--- src/hdl/elink_defines.svh ---
// E-link frame link constants
`ifndef ELINK_DEFINES_SVH
`define ELINK_DEFINES_SVH

// Frame geometry
`define ELINK_FRAME_W   76   // Payload bits per frame
`define ELINK_NBYTES    10   // Payload bytes, top nibble of byte 9 padded
`define ELINK_SYM_W     10   // Encoded 8b10b symbol

// K28 control characters
`define K28_5           8'hBC  // Comma, idle filler
`define K28_1           8'h3C  // Start of frame
`define K28_6           8'hDC  // End of frame

// Receiver lock
`define ELINK_ALIGN_CNT 4    // Commas at one phase before lock

`endif

--- src/hdl/elink_pkg.sv ---
// E-link shared types
`default_nettype none
`include "elink_defines.svh"

package elink_pkg;

  // Byte seen whole or as 8b10b sub-blocks
  typedef union packed {
    logic [7:0] raw;
    struct packed {
      logic [2:0] y;  // 3b/4b part
      logic [4:0] x;  // 5b/6b part
    } xy;
  } elink_byte_u;

  // One character on the line
  typedef struct packed {
    logic        k;   // Control character
    elink_byte_u b;
  } elink_char_t;

  // Frame offered to the sink
  typedef struct packed {
    logic [`ELINK_FRAME_W-1:0] data;
    logic                      bad;  // Code, disparity or length error
  } rx_frame_t;

  // Receiver status, errors sticky until reset
  typedef struct packed {
    logic aligned;
    logic code_err;
    logic disp_err;
    logic overrun;
  } rx_status_t;

endpackage

`default_nettype wire

--- src/hdl/enc_8b10b.sv ---
// 8b10b character encoder
`default_nettype none
`include "elink_defines.svh"

module enc_8b10b import elink_pkg::*; (
  input  elink_char_t             ch,
  input  logic                    rd_in,   // 1 means positive disparity
  output logic [`ELINK_SYM_W-1:0] sym,     // Bit 0 is a, sent first
  output logic                    rd_out
);

  logic [5:0] c6;      // abcdei, a at msb
  logic [3:0] c4;      // fghj, f at msb
  logic [5:0] e6;
  logic [3:0] e4;
  logic       rd_mid;  // Disparity between sub-blocks
  logic       alt7;
  logic       flip4;

  always_comb begin
    case (ch.b.xy.x)  // RD- column of the 5b/6b table
      5'd0:  c6 = 6'b100111;
      5'd1:  c6 = 6'b011101;
      5'd2:  c6 = 6'b101101;
      5'd3:  c6 = 6'b110001;
      5'd4:  c6 = 6'b110101;
      5'd5:  c6 = 6'b101001;
      5'd6:  c6 = 6'b011001;
      5'd7:  c6 = 6'b111000;
      5'd8:  c6 = 6'b111001;
      5'd9:  c6 = 6'b100101;
      5'd10: c6 = 6'b010101;
      5'd11: c6 = 6'b110100;
      5'd12: c6 = 6'b001101;
      5'd13: c6 = 6'b101100;
      5'd14: c6 = 6'b011100;
      5'd15: c6 = 6'b010111;
      5'd16: c6 = 6'b011011;
      5'd17: c6 = 6'b100011;
      5'd18: c6 = 6'b010011;
      5'd19: c6 = 6'b110010;
      5'd20: c6 = 6'b001011;
      5'd21: c6 = 6'b101010;
      5'd22: c6 = 6'b011010;
      5'd23: c6 = 6'b111010;
      5'd24: c6 = 6'b110011;
      5'd25: c6 = 6'b100110;
      5'd26: c6 = 6'b010110;
      5'd27: c6 = 6'b110110;
      5'd28: c6 = 6'b001110;
      5'd29: c6 = 6'b101110;
      5'd30: c6 = 6'b011110;
      default: c6 = 6'b101011;
    endcase
    if (ch.k) c6 = 6'b001111;                 // K28 sub-block
    // Unbalanced codes and D.07 invert under positive disparity
    e6 = (rd_in && ($countones(c6) != 3 || ch.b.xy.x == 5'd7)) ? ~c6 : c6;
    rd_mid = rd_in ^ ($countones(c6) != 3);
    // A7 avoids a run of five inside the symbol
    alt7 = ch.k || (!rd_mid && (ch.b.xy.x == 5'd17 || ch.b.xy.x == 5'd18 ||
                                ch.b.xy.x == 5'd20)) ||
           (rd_mid && (ch.b.xy.x == 5'd11 || ch.b.xy.x == 5'd13 ||
                       ch.b.xy.x == 5'd14));
    case (ch.b.xy.y)
      3'd0: c4 = 4'b1011;
      3'd1: c4 = 4'b1001;
      3'd2: c4 = 4'b0101;
      3'd3: c4 = 4'b1100;
      3'd4: c4 = 4'b1101;
      3'd5: c4 = 4'b1010;
      3'd6: c4 = 4'b0110;
      default: c4 = alt7 ? 4'b0111 : 4'b1110;
    endcase
    // K28 neutral codes flip the other way round
    if (ch.k && $countones(c4) == 2 && ch.b.xy.y != 3'd3)
      flip4 = !rd_mid;
    else
      flip4 = rd_mid && ($countones(c4) != 2 || ch.b.xy.y == 3'd3);
    e4 = flip4 ? ~c4 : c4;
    rd_out = rd_mid ^ ($countones(c4) != 2);
    for (int i = 0; i < 6; i++) sym[i] = e6[5-i];    // a goes to bit 0
    for (int i = 0; i < 4; i++) sym[6+i] = e4[3-i];
    assert (ch.k !== 1'b1 || ch.b.xy.x == 5'd28)
      else $error("enc_8b10b: control flag on non-K28 character");
  end

endmodule

`default_nettype wire

--- src/hdl/elink_tx.sv ---
// E-link frame transmitter
`default_nettype none
`include "elink_defines.svh"

module elink_tx import elink_pkg::*; (
  input  logic                      bitCLK,
  input  logic                      rst,
  input  logic                      tx_req,
  input  logic [`ELINK_FRAME_W-1:0] tx_data,
  output logic                      tx_ack,
  output logic [1:0]                tx_elink2bit
);

  localparam int PayW = `ELINK_NBYTES * 8;

  logic [2:0]              phase;    // 2-bit slice of current symbol
  logic [3:0]              idx;      // Payload byte, NBYTES means end delimiter
  logic                    active;   // Frame on the line
  logic                    start;
  logic [PayW-1:0]         data_q;
  logic [`ELINK_SYM_W-1:0] sym_q, sym_nxt;
  logic                    rd_q, rd_nxt;
  elink_char_t             ch;

  // New frame only at a symbol boundary with the link idle
  assign start = (phase == 3'd4) && !active && tx_req && !tx_ack;

  always_comb begin
    ch.k = 1'b1;
    ch.b.raw = `K28_5;                    // Idle comma
    if (start)
      ch.b.raw = `K28_1;
    else if (active && idx == `ELINK_NBYTES)
      ch.b.raw = `K28_6;
    else if (active) begin
      ch.k = 1'b0;
      ch.b.raw = data_q[idx*8 +: 8];      // Byte 0 first
    end
  end

  enc_8b10b u_enc (
    .ch     (ch),
    .rd_in  (rd_q),
    .sym    (sym_nxt),
    .rd_out (rd_nxt)
  );

  always_ff @(posedge bitCLK) begin
    if (rst) begin
      phase  <= 3'd4;                     // Load a comma straight away
      idx    <= 4'd0;
      active <= 1'b0;
      tx_ack <= 1'b0;
      sym_q  <= '0;
      rd_q   <= 1'b0;                     // Start at RD-
    end else begin
      if (tx_ack && !tx_req) tx_ack <= 1'b0;
      if (phase == 3'd4) begin
        phase <= 3'd0;
        sym_q <= sym_nxt;
        rd_q  <= rd_nxt;
        if (start) begin
          active <= 1'b1;
          tx_ack <= 1'b1;
          idx    <= 4'd0;
        end else if (active) begin
          if (idx == `ELINK_NBYTES) active <= 1'b0;  // Delimiter just loaded
          else idx <= idx + 4'd1;
        end
      end else begin
        phase <= phase + 3'd1;
      end
    end
  end

  always_ff @(posedge bitCLK)
    if (start) data_q <= PayW'(tx_data);  // Zero pad to ten bytes

  assign tx_elink2bit = sym_q[phase*2 +: 2];

  a_data_stable: assert property (@(posedge bitCLK) disable iff (rst)
    tx_req && !tx_ack |=> !(tx_req && !tx_ack) || $stable(tx_data))
    else $error("elink_tx: tx_data changed while tx_req pending");

endmodule

`default_nettype wire

--- config.mk ---
export PLATFORM = sky130hd
export DESIGN_NAME = elink_tx
export DESIGN_NICKNAME = d
export VERILOG_FILES = /design/src/hdl/elink_pkg.sv /design/src/hdl/enc_8b10b.sv /design/src/hdl/elink_tx.sv
export VERILOG_INCLUDE_DIRS = /design/src /design/src/hdl
export SDC_FILE = /design/constraint.sdc
export NUM_CORES = 1
export LEC_CHECK = 0
export BUFFER_PORTS_ARGS = -buffer_cell sky130_fd_sc_hd__buf_2
export CAP_MARGIN = 20
export CORE_ASPECT_RATIO = 0.5
export CORE_MARGIN = 2
export CORE_UTILIZATION = 50
export DETAILED_ROUTE_END_ITERATION = 10
export PLACE_DENSITY = 0.72
export SETUP_SLACK_MARGIN = 0.3
export SYNTH_ARGS = -nofsm -noshare
export SYNTH_HDL_FRONTEND = slang
export SYNTH_HIERARCHICAL = 1
export SYNTH_SLANG_ARGS = --single-unit
--- constraint.sdc ---
create_clock -name bitCLK -period 11.5 [get_ports bitCLK]
set_input_delay 0 -clock bitCLK [delete_from_list [all_inputs] [get_ports bitCLK]]
set_output_delay 0 -clock bitCLK [all_outputs]
set_load 0.01 [all_outputs]
After elaboration in Yosys (flattened, before gate mapping). Memory sizes are Yosys's and may differ from the RTL's. Cells that the tools add are included.

Register bits: 96. Bits in latches: 0. Bits in writable memories: 0. Memory bits (read-only): 192. Input bits: 79. Output and inout port bits: 3. Logic and storage cells: 93. Memories kept: 1.

Add/subtract/negate cells: 10. Multipliers: 0. Div/mod/pow operators: 0. Magnitude comparators: 0. Equality and inequality tests: 20. Shift-type cells: 2. Muxes and demuxes: 21. Bitwise logic cells: 4. Reductions and logical operators: 27.

Memories: (name not given) (words 32, bits a word 6, read ports 1, clocked after Yosys merged registers in 0, wr ports 0, RTL line enc_8b10b.sv:21) `case (ch.b.xy.x)`.

Operators with widths (count): $add A32 B32 Y32 (3); $shiftx A80 B8 Y8 (1); $ne A32 B3 Y1 const B (2); $eq A32 B3 Y1 const B (1); $pmux W4 S7 (1); $mux W4 (5); $mux W8 (2); $eq A5 B4 Y1 const B (3); $eq A5 B5 Y1 const B (3); $eq A3 B3 Y1 const B (4); $mux W6 (2); $logic_and A1 B1 Y1 (11); $add A1 B1 Y2 (5); $shiftx A10 B5 Y2 (1); $mux W1 (9); $mux W9 (1); $logic_or A1 B1 Y1 (8); $eq A3 B2 Y1 const B (2); $not A6 Y6 (1); $eq A5 B3 Y1 const B (1); $add A4 B1 Y4 const B (1); $eq A4 B4 Y1 const B (1); $logic_not A1 Y1 (4); $not A4 Y4 (1); other kinds (10) (11).

Longest topological paths before layout. Gate-level depths: netlist of run 1. An unclocked memory read counts as a cell.

Word-level depth: 25. Gate-level depth with buffers: 35. Depth with buffers taken out: 32.

By module. Netlist of run 1, hierarchy kept.

By module, submodules not included: elink_tx (instances 1, cells an instance 244, area an instance 3900.0 um2, seq. area each 2682.6 um2); enc_8b10b (instances 1, cells an instance 103, area an instance 808.3 um2, seq. area each 0.0 um2).

Worst setup path before layout of run 1. No wires, ideal clock.

Path type: register -> register. Start: register phase[0]. End: register sym_q[8]. Setup time: 0.070 ns. Data arrival time: 8.033 ns. Data required time: 11.430 ns. Slack: 3.396 ns. Cell stages (with the launch flop): 17. Path buffers: 0. Clock period less this slack: 8.104 ns. Cells stage by stage: dfxtp_1 inv_1 ha_1 nand2_1 nor4b_2 a21oi_1 xor2_1 fa_1 ha_1 ha_1 nor3b_1 o31a_1 nand3_1 o21ai_1 xor2_1 nand2_1 a21oi_1.

RTL lines: start, declared (RTL line elink_tx.sv:16) `logic [2:0] phase;`; start signal, assigned (RTL line elink_tx.sv:71) `phase <= phase + 3'd1;`; end signal, assigned (RTL line elink_tx.sv:60) `sym_q <= sym_nxt;`; end, declared (RTL line elink_tx.sv:21) `` logic [`ELINK_SYM_W-1:0] sym_q, sym_nxt; ``.

==> results_dict.tcl, run 1 <==
set metrics [dict create \
    gr-total-overflow 0 \
    fin_setup_tns_ps 0 \
    layout.cells.most_common_list "buf_2, dlygate4sd3_1, edfxtp_1" \
    p_per_area_nw_per_um2 164.2 \
    die_h_um 72.62 \
    syn_area_um2 4708 \
    path_clk_slew_ps 70 \
    fin_crit_sh_pct 74.07 \
    worstPathArrival_ps 8780 \
    hp-class "input pin to flop" \
    finalClockSkew_ps 8.495 \
    multi_input_area_um2 1836 \
    top_layer "met4" \
    seqCellArea_um2 2683 \
    max_stage_delay_ps 510 \
    worstHoldStart "rst" \
    hold_viol 0 \
    slew_headroom_pct 24.65 \
    ant_nets 0 \
    drt-initial-drc-count 335 \
    min_to "active" \
    synthAdderAreaFrac_pct 5.687 \
    root_buffer "clkbuf_16" \
    cap_violations 0 \
    rrSetupSlack_ps 2980 \
    fin_crit_ps 8518 \
    cts_setup_buffers 0 \
    vias_per_cell 5.458 \
    tightest_slew_ps 1130 \
    min_path_cells 2 \
    cp-end-kind "flop" \
    drive_above_1_share_pct 22.88 \
    p_leak_nw 2.412 \
    ys_types 58 \
    slew_violations 0 \
    ctsHoldBuffers 77 \
    r2r_start "idx[0]" \
    wl_um 10760 \
    insertion_delay_ps 330 \
    die_width_um 141.2 \
    pin_count 82 \
    final_nets 600 \
    antenna_cells 0 \
    postSynthCellCount 347 \
    fp.dieArea_um2 10260 \
    core_um2 8919 \
    syn_nets 445 \
    m1WireLength_um 4420 \
    path_buf_inv 6 \
    ir_worst_vdd_mv 0.09268 \
    route.met2.wl_um 5621 \
    dp_hpwl_um 6495 \
    max_freq_ghz 0.1174 \
    grt_start_max_net_pins 80 \
    firstDrtPassIters 5 \
    cts_buffers 9 \
    synth_top_family_by_area "multiplexers" \
    startpoint_type "flop" \
    gp_congestion 0.8356 \
    synthSimpleGateAreaFrac_pct 8.265 \
    status "finished clean" \
    grt_pass1_vias 3568 \
    whs_ps 39.51 \
    rows 24 \
    area_delta_synth_final_pct 32.90 \
    drcViolationCount 0 \
    grt_usage_pct 22.60 \
    r2r_end "sym_q[6]" \
    num-fill-cells 570 \
    h-tree-depth 3 \
    critPathTopFamily "adder cells" \
    synth-compound-area-share_pct 10.02 \
    final_common_cell "buf_2" \
    cts_tree "yes" \
    required_ps 11760 \
    cts.repair.resized 0 \
    path_class "flop to flop" \
    p_total_mw 1.028 \
    synth-main-ff-cell "edfxtp_1" \
    antenna_found_initial 0 \
    cp_max_fo 28 \
    clockBufferDepth 2 \
    synth_edf_count 76 \
    vias 3406 \
    port_buffers 81 \
    yosys_warnings 6 \
    synthMuxAreaShare_pct 11.67 \
    ys_async_sr_fraction_pct 0 \
    synth_area_per_cell_um2 13.57 \
    rsz0062_at_grt "no" \
    wl_met3_um 612 \
    synth_xor_area_share_pct 3.162 \
    grt_pass1_wl_um 17600 \
    start_util_pct 52.79 \
    routedWlPerCell_um 17.24 \
    critPathSlowestCell "a21oi_1" \
    cts_sinks 96 \
    rr_worst_depth 32 \
    setup_viol 0 \
    yosysSeqAreaShare_pct 56.98 \
    synth_seq_cells 96 \
]
power by group:
part | total, mW | switching, mW | internal (mW) | leakage (nW)
clock network | 0.320 | 0.127 | 0.192 | 0.156
logic | 0.259 | 0.142 | 0.116 | 1.39
registers | 0.449 | 0.0227 | 0.427 | 0.867
total | 1.03 | 0.292 | 0.736 | 2.41
per-layer routing:
layer / GRT usage, % / vias to the layer above
met5: 0 / -
met4: 5.111 / 0
met3: 4.921 / 11
met2: 41.53 / 148
met1: 28.02 / 1632
li1: - / 1615
per-stage QoR:
step                area (um^2)  std cells  setup WS [ps]  utilization, %
global placement           5167        531           3558           57.94
detailed placement         5167        531           3056           57.94
finish                     6257        624           2982           70.16
global route               6257        624           2303           70.16
CTS                        6257        624           3037           70.16
floorplan                  4708        347           3396               -
synthesized netlist by cell type, types with 5 or more instances:
library cell,count,area share (%)
a211oi_1,5,0.80
a21oi_1,26,2.8
buf_2,8,0.85
dfxtp_1,20,8.5
edfxtp_1,76,48
ha_1,15,4.0
inv_1,17,1.4
mux2i_1,17,3.6
mux4_1,11,6.1
nand2_1,28,2.2
nand3_1,7,0.74
nor2_1,15,1.2
nor3b_1,5,0.80
o21ai_0,7,0.74
xor2_1,13,2.4
state kept, by name (all words and copies together) (netlist names):
name,cells
data_q,76
sym_q,10
idx,4
phase,3
active,1
rd_q,1
tx_ack,1
kinds of logic after synthesis:
kind of cell,after synthesis
flip-flops,96
AND/OR/NAND/NOR,76
AO/OA/AOI/OAI,70
buffers and inverters,36
multiplexers,33
adder cells (fa/ha/maj),19
XOR/XNOR,17
worst max-delay path by stage:
stage,slack [ps],depth (start not counted),end,start
after floorplan,3400,16,sym_q[8],phase[0]
after global placement,3560,32,sym_q[9],idx[0]
after detailed placement,3060,32,sym_q[8],idx[0]
after CTS,3040,32,sym_q[6],idx[0]
after global routing,2300,32,sym_q[7],idx[0]
final,2980,32,sym_q[6],idx[0]
final cells by class:
type / count / area share (%)
tap: 117 / 2.340
inverter: 18 / 1.080
timing repair buffer: 162 / 19.28
clock buffer: 10 / 3.659
multi-input combinational: 215 / 29.33
clock inverter: 6 / 1.440
sequential: 96 / 42.87
(Power assumes the default switching activity.)
==> run 2, diff against run 1 <==
Settings changed: PLACE_DENSITY 0.72 to 0.75.
Clock period 11.5 ns to 7.38 ns, I/O delays scaled along.
==> run 2 against run 1 <==
  * Combinational power up 120%
  * Cell count up 6.1%
  * Largest power group unchanged
  * Final area up 8.4%
  * Worst setup slack worse by 2800 ps
  * Flip-flop and latch count unchanged
  * Clock skew up 3.7 ps
  * Non-clock buffer count up 37
==> results_dict.tcl, run 2 (synthesis gave the netlist of run 1 again) <==
set metrics [dict create \
    ir_worst_vdd_mv 0.1488 \
    cp-end-kind "flop" \
    wl_um 12460 \
    pin_count 82 \
    dp_hpwl_um 6480 \
    antenna_found_initial 1 \
    rsz0062_at_grt "yes" \
    worstPathArrival_ps 7460 \
    tightest_slew_ps 967.6 \
    slew_headroom_pct 35.49 \
    largest_reg_flops 76 \
    cts_buffers 9 \
    cts_sinks 96 \
    fin_area_um2 6782 \
    path_clk_slew_ps 80 \
    layout.cells.most_common_list "buf_2, dlygate4sd3_1, edfxtp_1" \
    p_leak_nw 2.582 \
    final_nets 637 \
    h-tree-depth 3 \
    grt_pass1_wl_um 18660 \
    root_buffer "clkbuf_16" \
    insertion_delay_ps 350 \
    port_buffers 81 \
    fin_crit_ps 7198 \
    cp_max_fo 7 \
    startpoint_type "flop" \
    cts_tree "yes" \
    setup_viol 0 \
    placed_cell_area_um2 5316 \
    routedWlPerCell_um 18.81 \
    fp.dieArea_um2 10260 \
    p_per_area_nw_per_um2 253.2 \
    min_to "sym_q[4]" \
    hold_viol 0 \
    r2r_end "sym_q[7]" \
    grt_pass1_vias 3692 \
    vias_per_cell 5.458 \
    die_h_um 72.62 \
    drcViolationCount 0 \
    hp-class "input pin to flop" \
    slew_violations 0 \
    area_delta_synth_final_pct 44.03 \
    required_ps 7650 \
    final_common_cell "buf_2" \
    largest_register "data_q" \
    firstDrtPassIters 5 \
    grt_start_max_net_pins 80 \
    critPathSlowestCell "fa_1" \
    drive_above_1_share_pct 37.50 \
    worstHoldStart "rst" \
    p_total_mw 1.717 \
    start_util_pct 52.79 \
    ant_nets 0 \
    r2r_start "idx[0]" \
    rr_worst_depth 30 \
    status "finished clean" \
    rrSetupSlack_ps 180 \
    cap_violations 0 \
    min_path_cells 2 \
    gr-total-overflow 0 \
    max_stage_delay_ps 520 \
    fin_crit_sh_pct 97.53 \
    rows 24 \
    max_freq_ghz 0.1389 \
    num-fill-cells 477 \
    fin_setup_tns_ps 0 \
    drt-initial-drc-count 304 \
    post-route-util_pct 76.04 \
    path_class "flop to flop" \
    finalClockSkew_ps 12.24 \
    die_width_um 141.2 \
    clockBufferDepth 2 \
    gp_congestion 0.8673 \
    vias 3613 \
    grt_usage_pct 24.13 \
    top_regs "data_q: 76 flops, sym_q: 10 flops, idx: 4 flops" \
    core_um2 8919 \
]
==> run 2: cell count changes in the layout (fill, tap and decap cells not counted), sizes merged <==
| cell | change |
|---|---|
| bufinv | -2 |
| diode | +1 |
| clkinvlp | +2 |
| clkbuf | +1 |
| buf | +36 |
==> run 2: routing by layer <==
layer / share of wire (%) / GRT usage, %
met1: 42 / 31.23
met2: 50 / 41.26
met3: 6.0 / 5.774
met4: 2.0 / 7.556
met5: 0 / 0
==> run 2: where the power goes <==
group / total [mW] / switching, mW / internal, mW
clock network: 0.448 / 0.215 / 0.233
logic: 0.568 / 0.297 / 0.271
registers: 0.702 / 0.0368 / 0.665
total: 1.72 / 0.548 / 1.17
==> run 2: cell type report <==
type	count	area [um^2]	share of cell area (%)
flip-flops and latches	96	2693	39.70
clock buffers	10	229.0	3.376
well taps	117	146.4	2.159
clock inverters	6	48.80	0.7196
repair buffers	199	1534	22.62
inverters	18	70.07	1.033
diodes	1	2.502	0.03690
multi-input cells	215	2058	30.35
==> run 2: stage by stage <==
step,setup slack [ps],std cells,hold slack (ps)
6_report,182.4,662,45.92
5_1_grt,42.67,662,57.57
4_1_cts,310.1,648,17.52
3_5_place_dp,14.21,541,178.1
3_3_place_gp,217.1,541,176.4
2_1_floorplan,339.3,347,98.87
==> run 2: worst max-delay path, delay by kind of cell, from the launching register on <==
family	cells	cell delay [ps]
xor+xnor	2	380
mux	2	300
buf+inv	4	330
compound gates	10	2110
fa+ha+maj	8	2860
simple gates	4	750
flops	1	370
==> run 2: repair_timing <==
action | CTS | global route
gates resized for setup | 15 | 45
endpoints found under the hold margin | 77 | 0
setup buffers | 14 | 12
pin swaps | 7 | 27
cloned | 0 | 1
hold buffers | 77 | 0
endpoints found under the setup margin | 4 | 5
==> run 2: worst max-delay path by stage <==
stage	cells after the start	from	slack (ps)	to
2_1_floorplan	34	idx[0]	340	sym_q[8]
3_3_place_gp	29	idx[0]	220	sym_q[6]
3_5_place_dp	29	idx[0]	10	sym_q[7]
4_1_cts	29	idx[0]	310	sym_q[6]
5_1_grt	30	idx[0]	40	sym_q[7]
6_report	30	idx[0]	180	sym_q[7]
==> run 3, diff against run 2 <==
Clock period 7.38 ns to 5.8 ns, I/O delays scaled along.
==> run 3 against run 2 <==
  * The run now ends with negative setup slack left
  * Utilization up 3.0 points
  * Fmax is 4.0% higher
  * Critical path depth grew 1
  * Sequential power increased by 28%
  * Clock skew shrank 5.9 ps
  * Global-route usage increased by 3.5 points
  * Flip-flop and latch count did not move
  * Final area grew 3.9%
  * Worst setup slack lost 1300 ps
  * Clock power increased by 31%
  * First-iteration DRC count is 4.9% lower
  * Critical path type unchanged
==> results_dict.tcl, run 3 (synthesis gave the netlist of run 1 again) <==
set metrics [dict create \
    status "finished, violations left" \
    violations "negative setup slack" \
    fp.dieArea_um2 10260 \
    num-fill-cells 447 \
    slew_violations 0 \
    drive_above_1_share_pct 40.07 \
    antenna_found_initial 0 \
    path_class "flop to flop" \
    multi_input_area_um2 2088 \
    gp_congestion 0.8483 \
    ir_worst_vdd_mv 0.2131 \
    worstPathArrival_ps 7210 \
    pin_count 82 \
    max_stage_delay_ps 530 \
    largest_register "data_q" \
    fin_area_um2 7047 \
    largest_reg_flops 76 \
    switching_share_pct 31.64 \
    wl_um 14210 \
    finalClockSkew_ps 6.323 \
    vias_per_cell 5.593 \
    required_ps 6090 \
    fin_setup_tns_ps -5142 \
    cp_max_fo 7 \
    dp_hpwl_um 6667 \
    start_util_pct 52.79 \
    drt-initial-drc-count 289 \
    area_delta_synth_final_pct 49.67 \
    h-tree-depth 3 \
    vias 3865 \
    firstDrtPassIters 4 \
    final_nets 667 \
    hold_viol 0 \
    die_width_um 141.2 \
    max_freq_ghz 0.1445 \
    cp-end-kind "flop" \
    grt_usage_pct 27.64 \
    fin_ws_ps -1123 \
    path_common_cell "fa_1" \
    grt_pass1_vias 3873 \
    cts_buffers 9 \
    rsz0062_at_grt "yes" \
    fin_crit_ps 6923 \
    port_buffers 81 \
    p_total_mw 2.209 \
    die_h_um 72.62 \
    hp-class "input pin to flop" \
    cap_violations 0 \
    rr_worst_depth 31 \
    final_common_cell "buf_2" \
    intPower_mw 1.510 \
    seq_power_share_pct 40.7 \
    grt_start_max_net_pins 79 \
    startpoint_type "flop" \
    seqCellArea_um2 2688 \
    gr-total-overflow 0 \
    routedWlPerCell_um 20.56 \
    rows 24 \
    critPathSlowestCell "fa_1" \
    core_um2 8919 \
    p_switching_uw 699.0 \
    placed_cell_area_um2 5712 \
    min_path_cells 2 \
    p_leak_nw 2.760 \
    clockBufferDepth 2 \
    fin_crit_sh_pct 119.4 \
    cts_tree "yes" \
    clockPowerShare_pct 26.5 \
    layout.cells.most_common_list "buf_2, dlygate4sd3_1, edfxtp_1" \
    top_regs "data_q: 76 flops, sym_q: 10 flops, idx: 4 flops" \
    path_clk_slew_ps 70 \
    cts_sinks 96 \
    combPwrFrac_pct 32.8 \
    root_buffer "clkbuf_16" \
    antenna_cells 0 \
    ant_nets 0 \
    slew_headroom_pct 35.82 \
    grt_pass1_wl_um 20780 \
    p_per_area_nw_per_um2 313.5 \
    insertion_delay_ps 350 \
    tightest_slew_ps 962.7 \
    setup_viol 5 \
    drcViolationCount 0 \
]
run 3: cell type report:
cell class	count	share of cell area [%]
Sequential cell	96	38.14
Multi-Input combinational cell	215	29.63
Timing Repair Buffer	229	24.98
Clock buffer	9	3.196
Tap cell	117	2.077
Inverter	18	1.101
Clock inverter	7	0.8700
run 3: power groups by stage:
stage | Clock (mW) | Combinational, mW | Sequential (mW)
2_1_floorplan | 0 | 0.413 | 0.890
3_3_place_gp | 0 | 0.567 | 0.898
3_5_place_dp | 0 | 0.578 | 0.900
4_1_cts | 0.583 | 0.665 | 0.886
5_1_grt | 0.614 | 0.783 | 0.905
6_report | 0.586 | 0.725 | 0.898
run 3: path summary, 6_finish.rpt:
path | slack (ps) | endpoint | startpoint
min reg2reg | 460 | sym_q[4] | sym_q[4]
min | 40 | sym_q[6] | rst
max | -1120 | sym_q[6] | idx[0]
max reg2reg | -1120 | sym_q[6] | idx[0]
run 3: routing by layer:
metal	track usage [%]	vias up	routed length [um]
met2	46.55	204	6847
met3	8.661	41	1070
met5	0	-	0
li1	-	1752	-
met1	33.35	1868	5800
met4	12.78	0	486
run 3: worst max-delay path: cells and delay by family (launching register included):
| kind | cells | cell delay [ps] |
|---|---|---|
| AOI/OAI and AO/OA | 10 | 1890 |
| xor gates and xnor gates | 2 | 340 |
| adders and majority gates | 8 | 2740 |
| buffers and inverters | 5 | 450 |
| DFF | 1 | 380 |
| muxes | 2 | 370 |
| and+or+nand+nor | 4 | 690 |
run 3: timing repair:
item / 4_1_cts / 5_1_grt
endpoints found under the setup margin: 5 / 5
hold endpoints to repair: 77 / 0
pin swaps: 16 / 10
gates resized for setup: 25 / 21
hold buffers: 77 / 0
cloned: 1 / 0
buffers inserted: 5 / 4
run 3: metrics by stage:
| stage | util [%] | hold WS (ps) | worst slack (ps) | std cells |
|---|---|---|---|---|
| floorplan | - | 98.87 | -933.7 | 347 |
| detailed placement | 64.04 | 178.1 | -1132 | 588 |
| global placement | 64.04 | 176.1 | -995.8 | 588 |
| finish | 79.01 | 40.82 | -1123 | 691 |
| CTS | 77.79 | 27.29 | -968.2 | 687 |
| global route | 79.01 | 52.03 | -1417 | 691 |
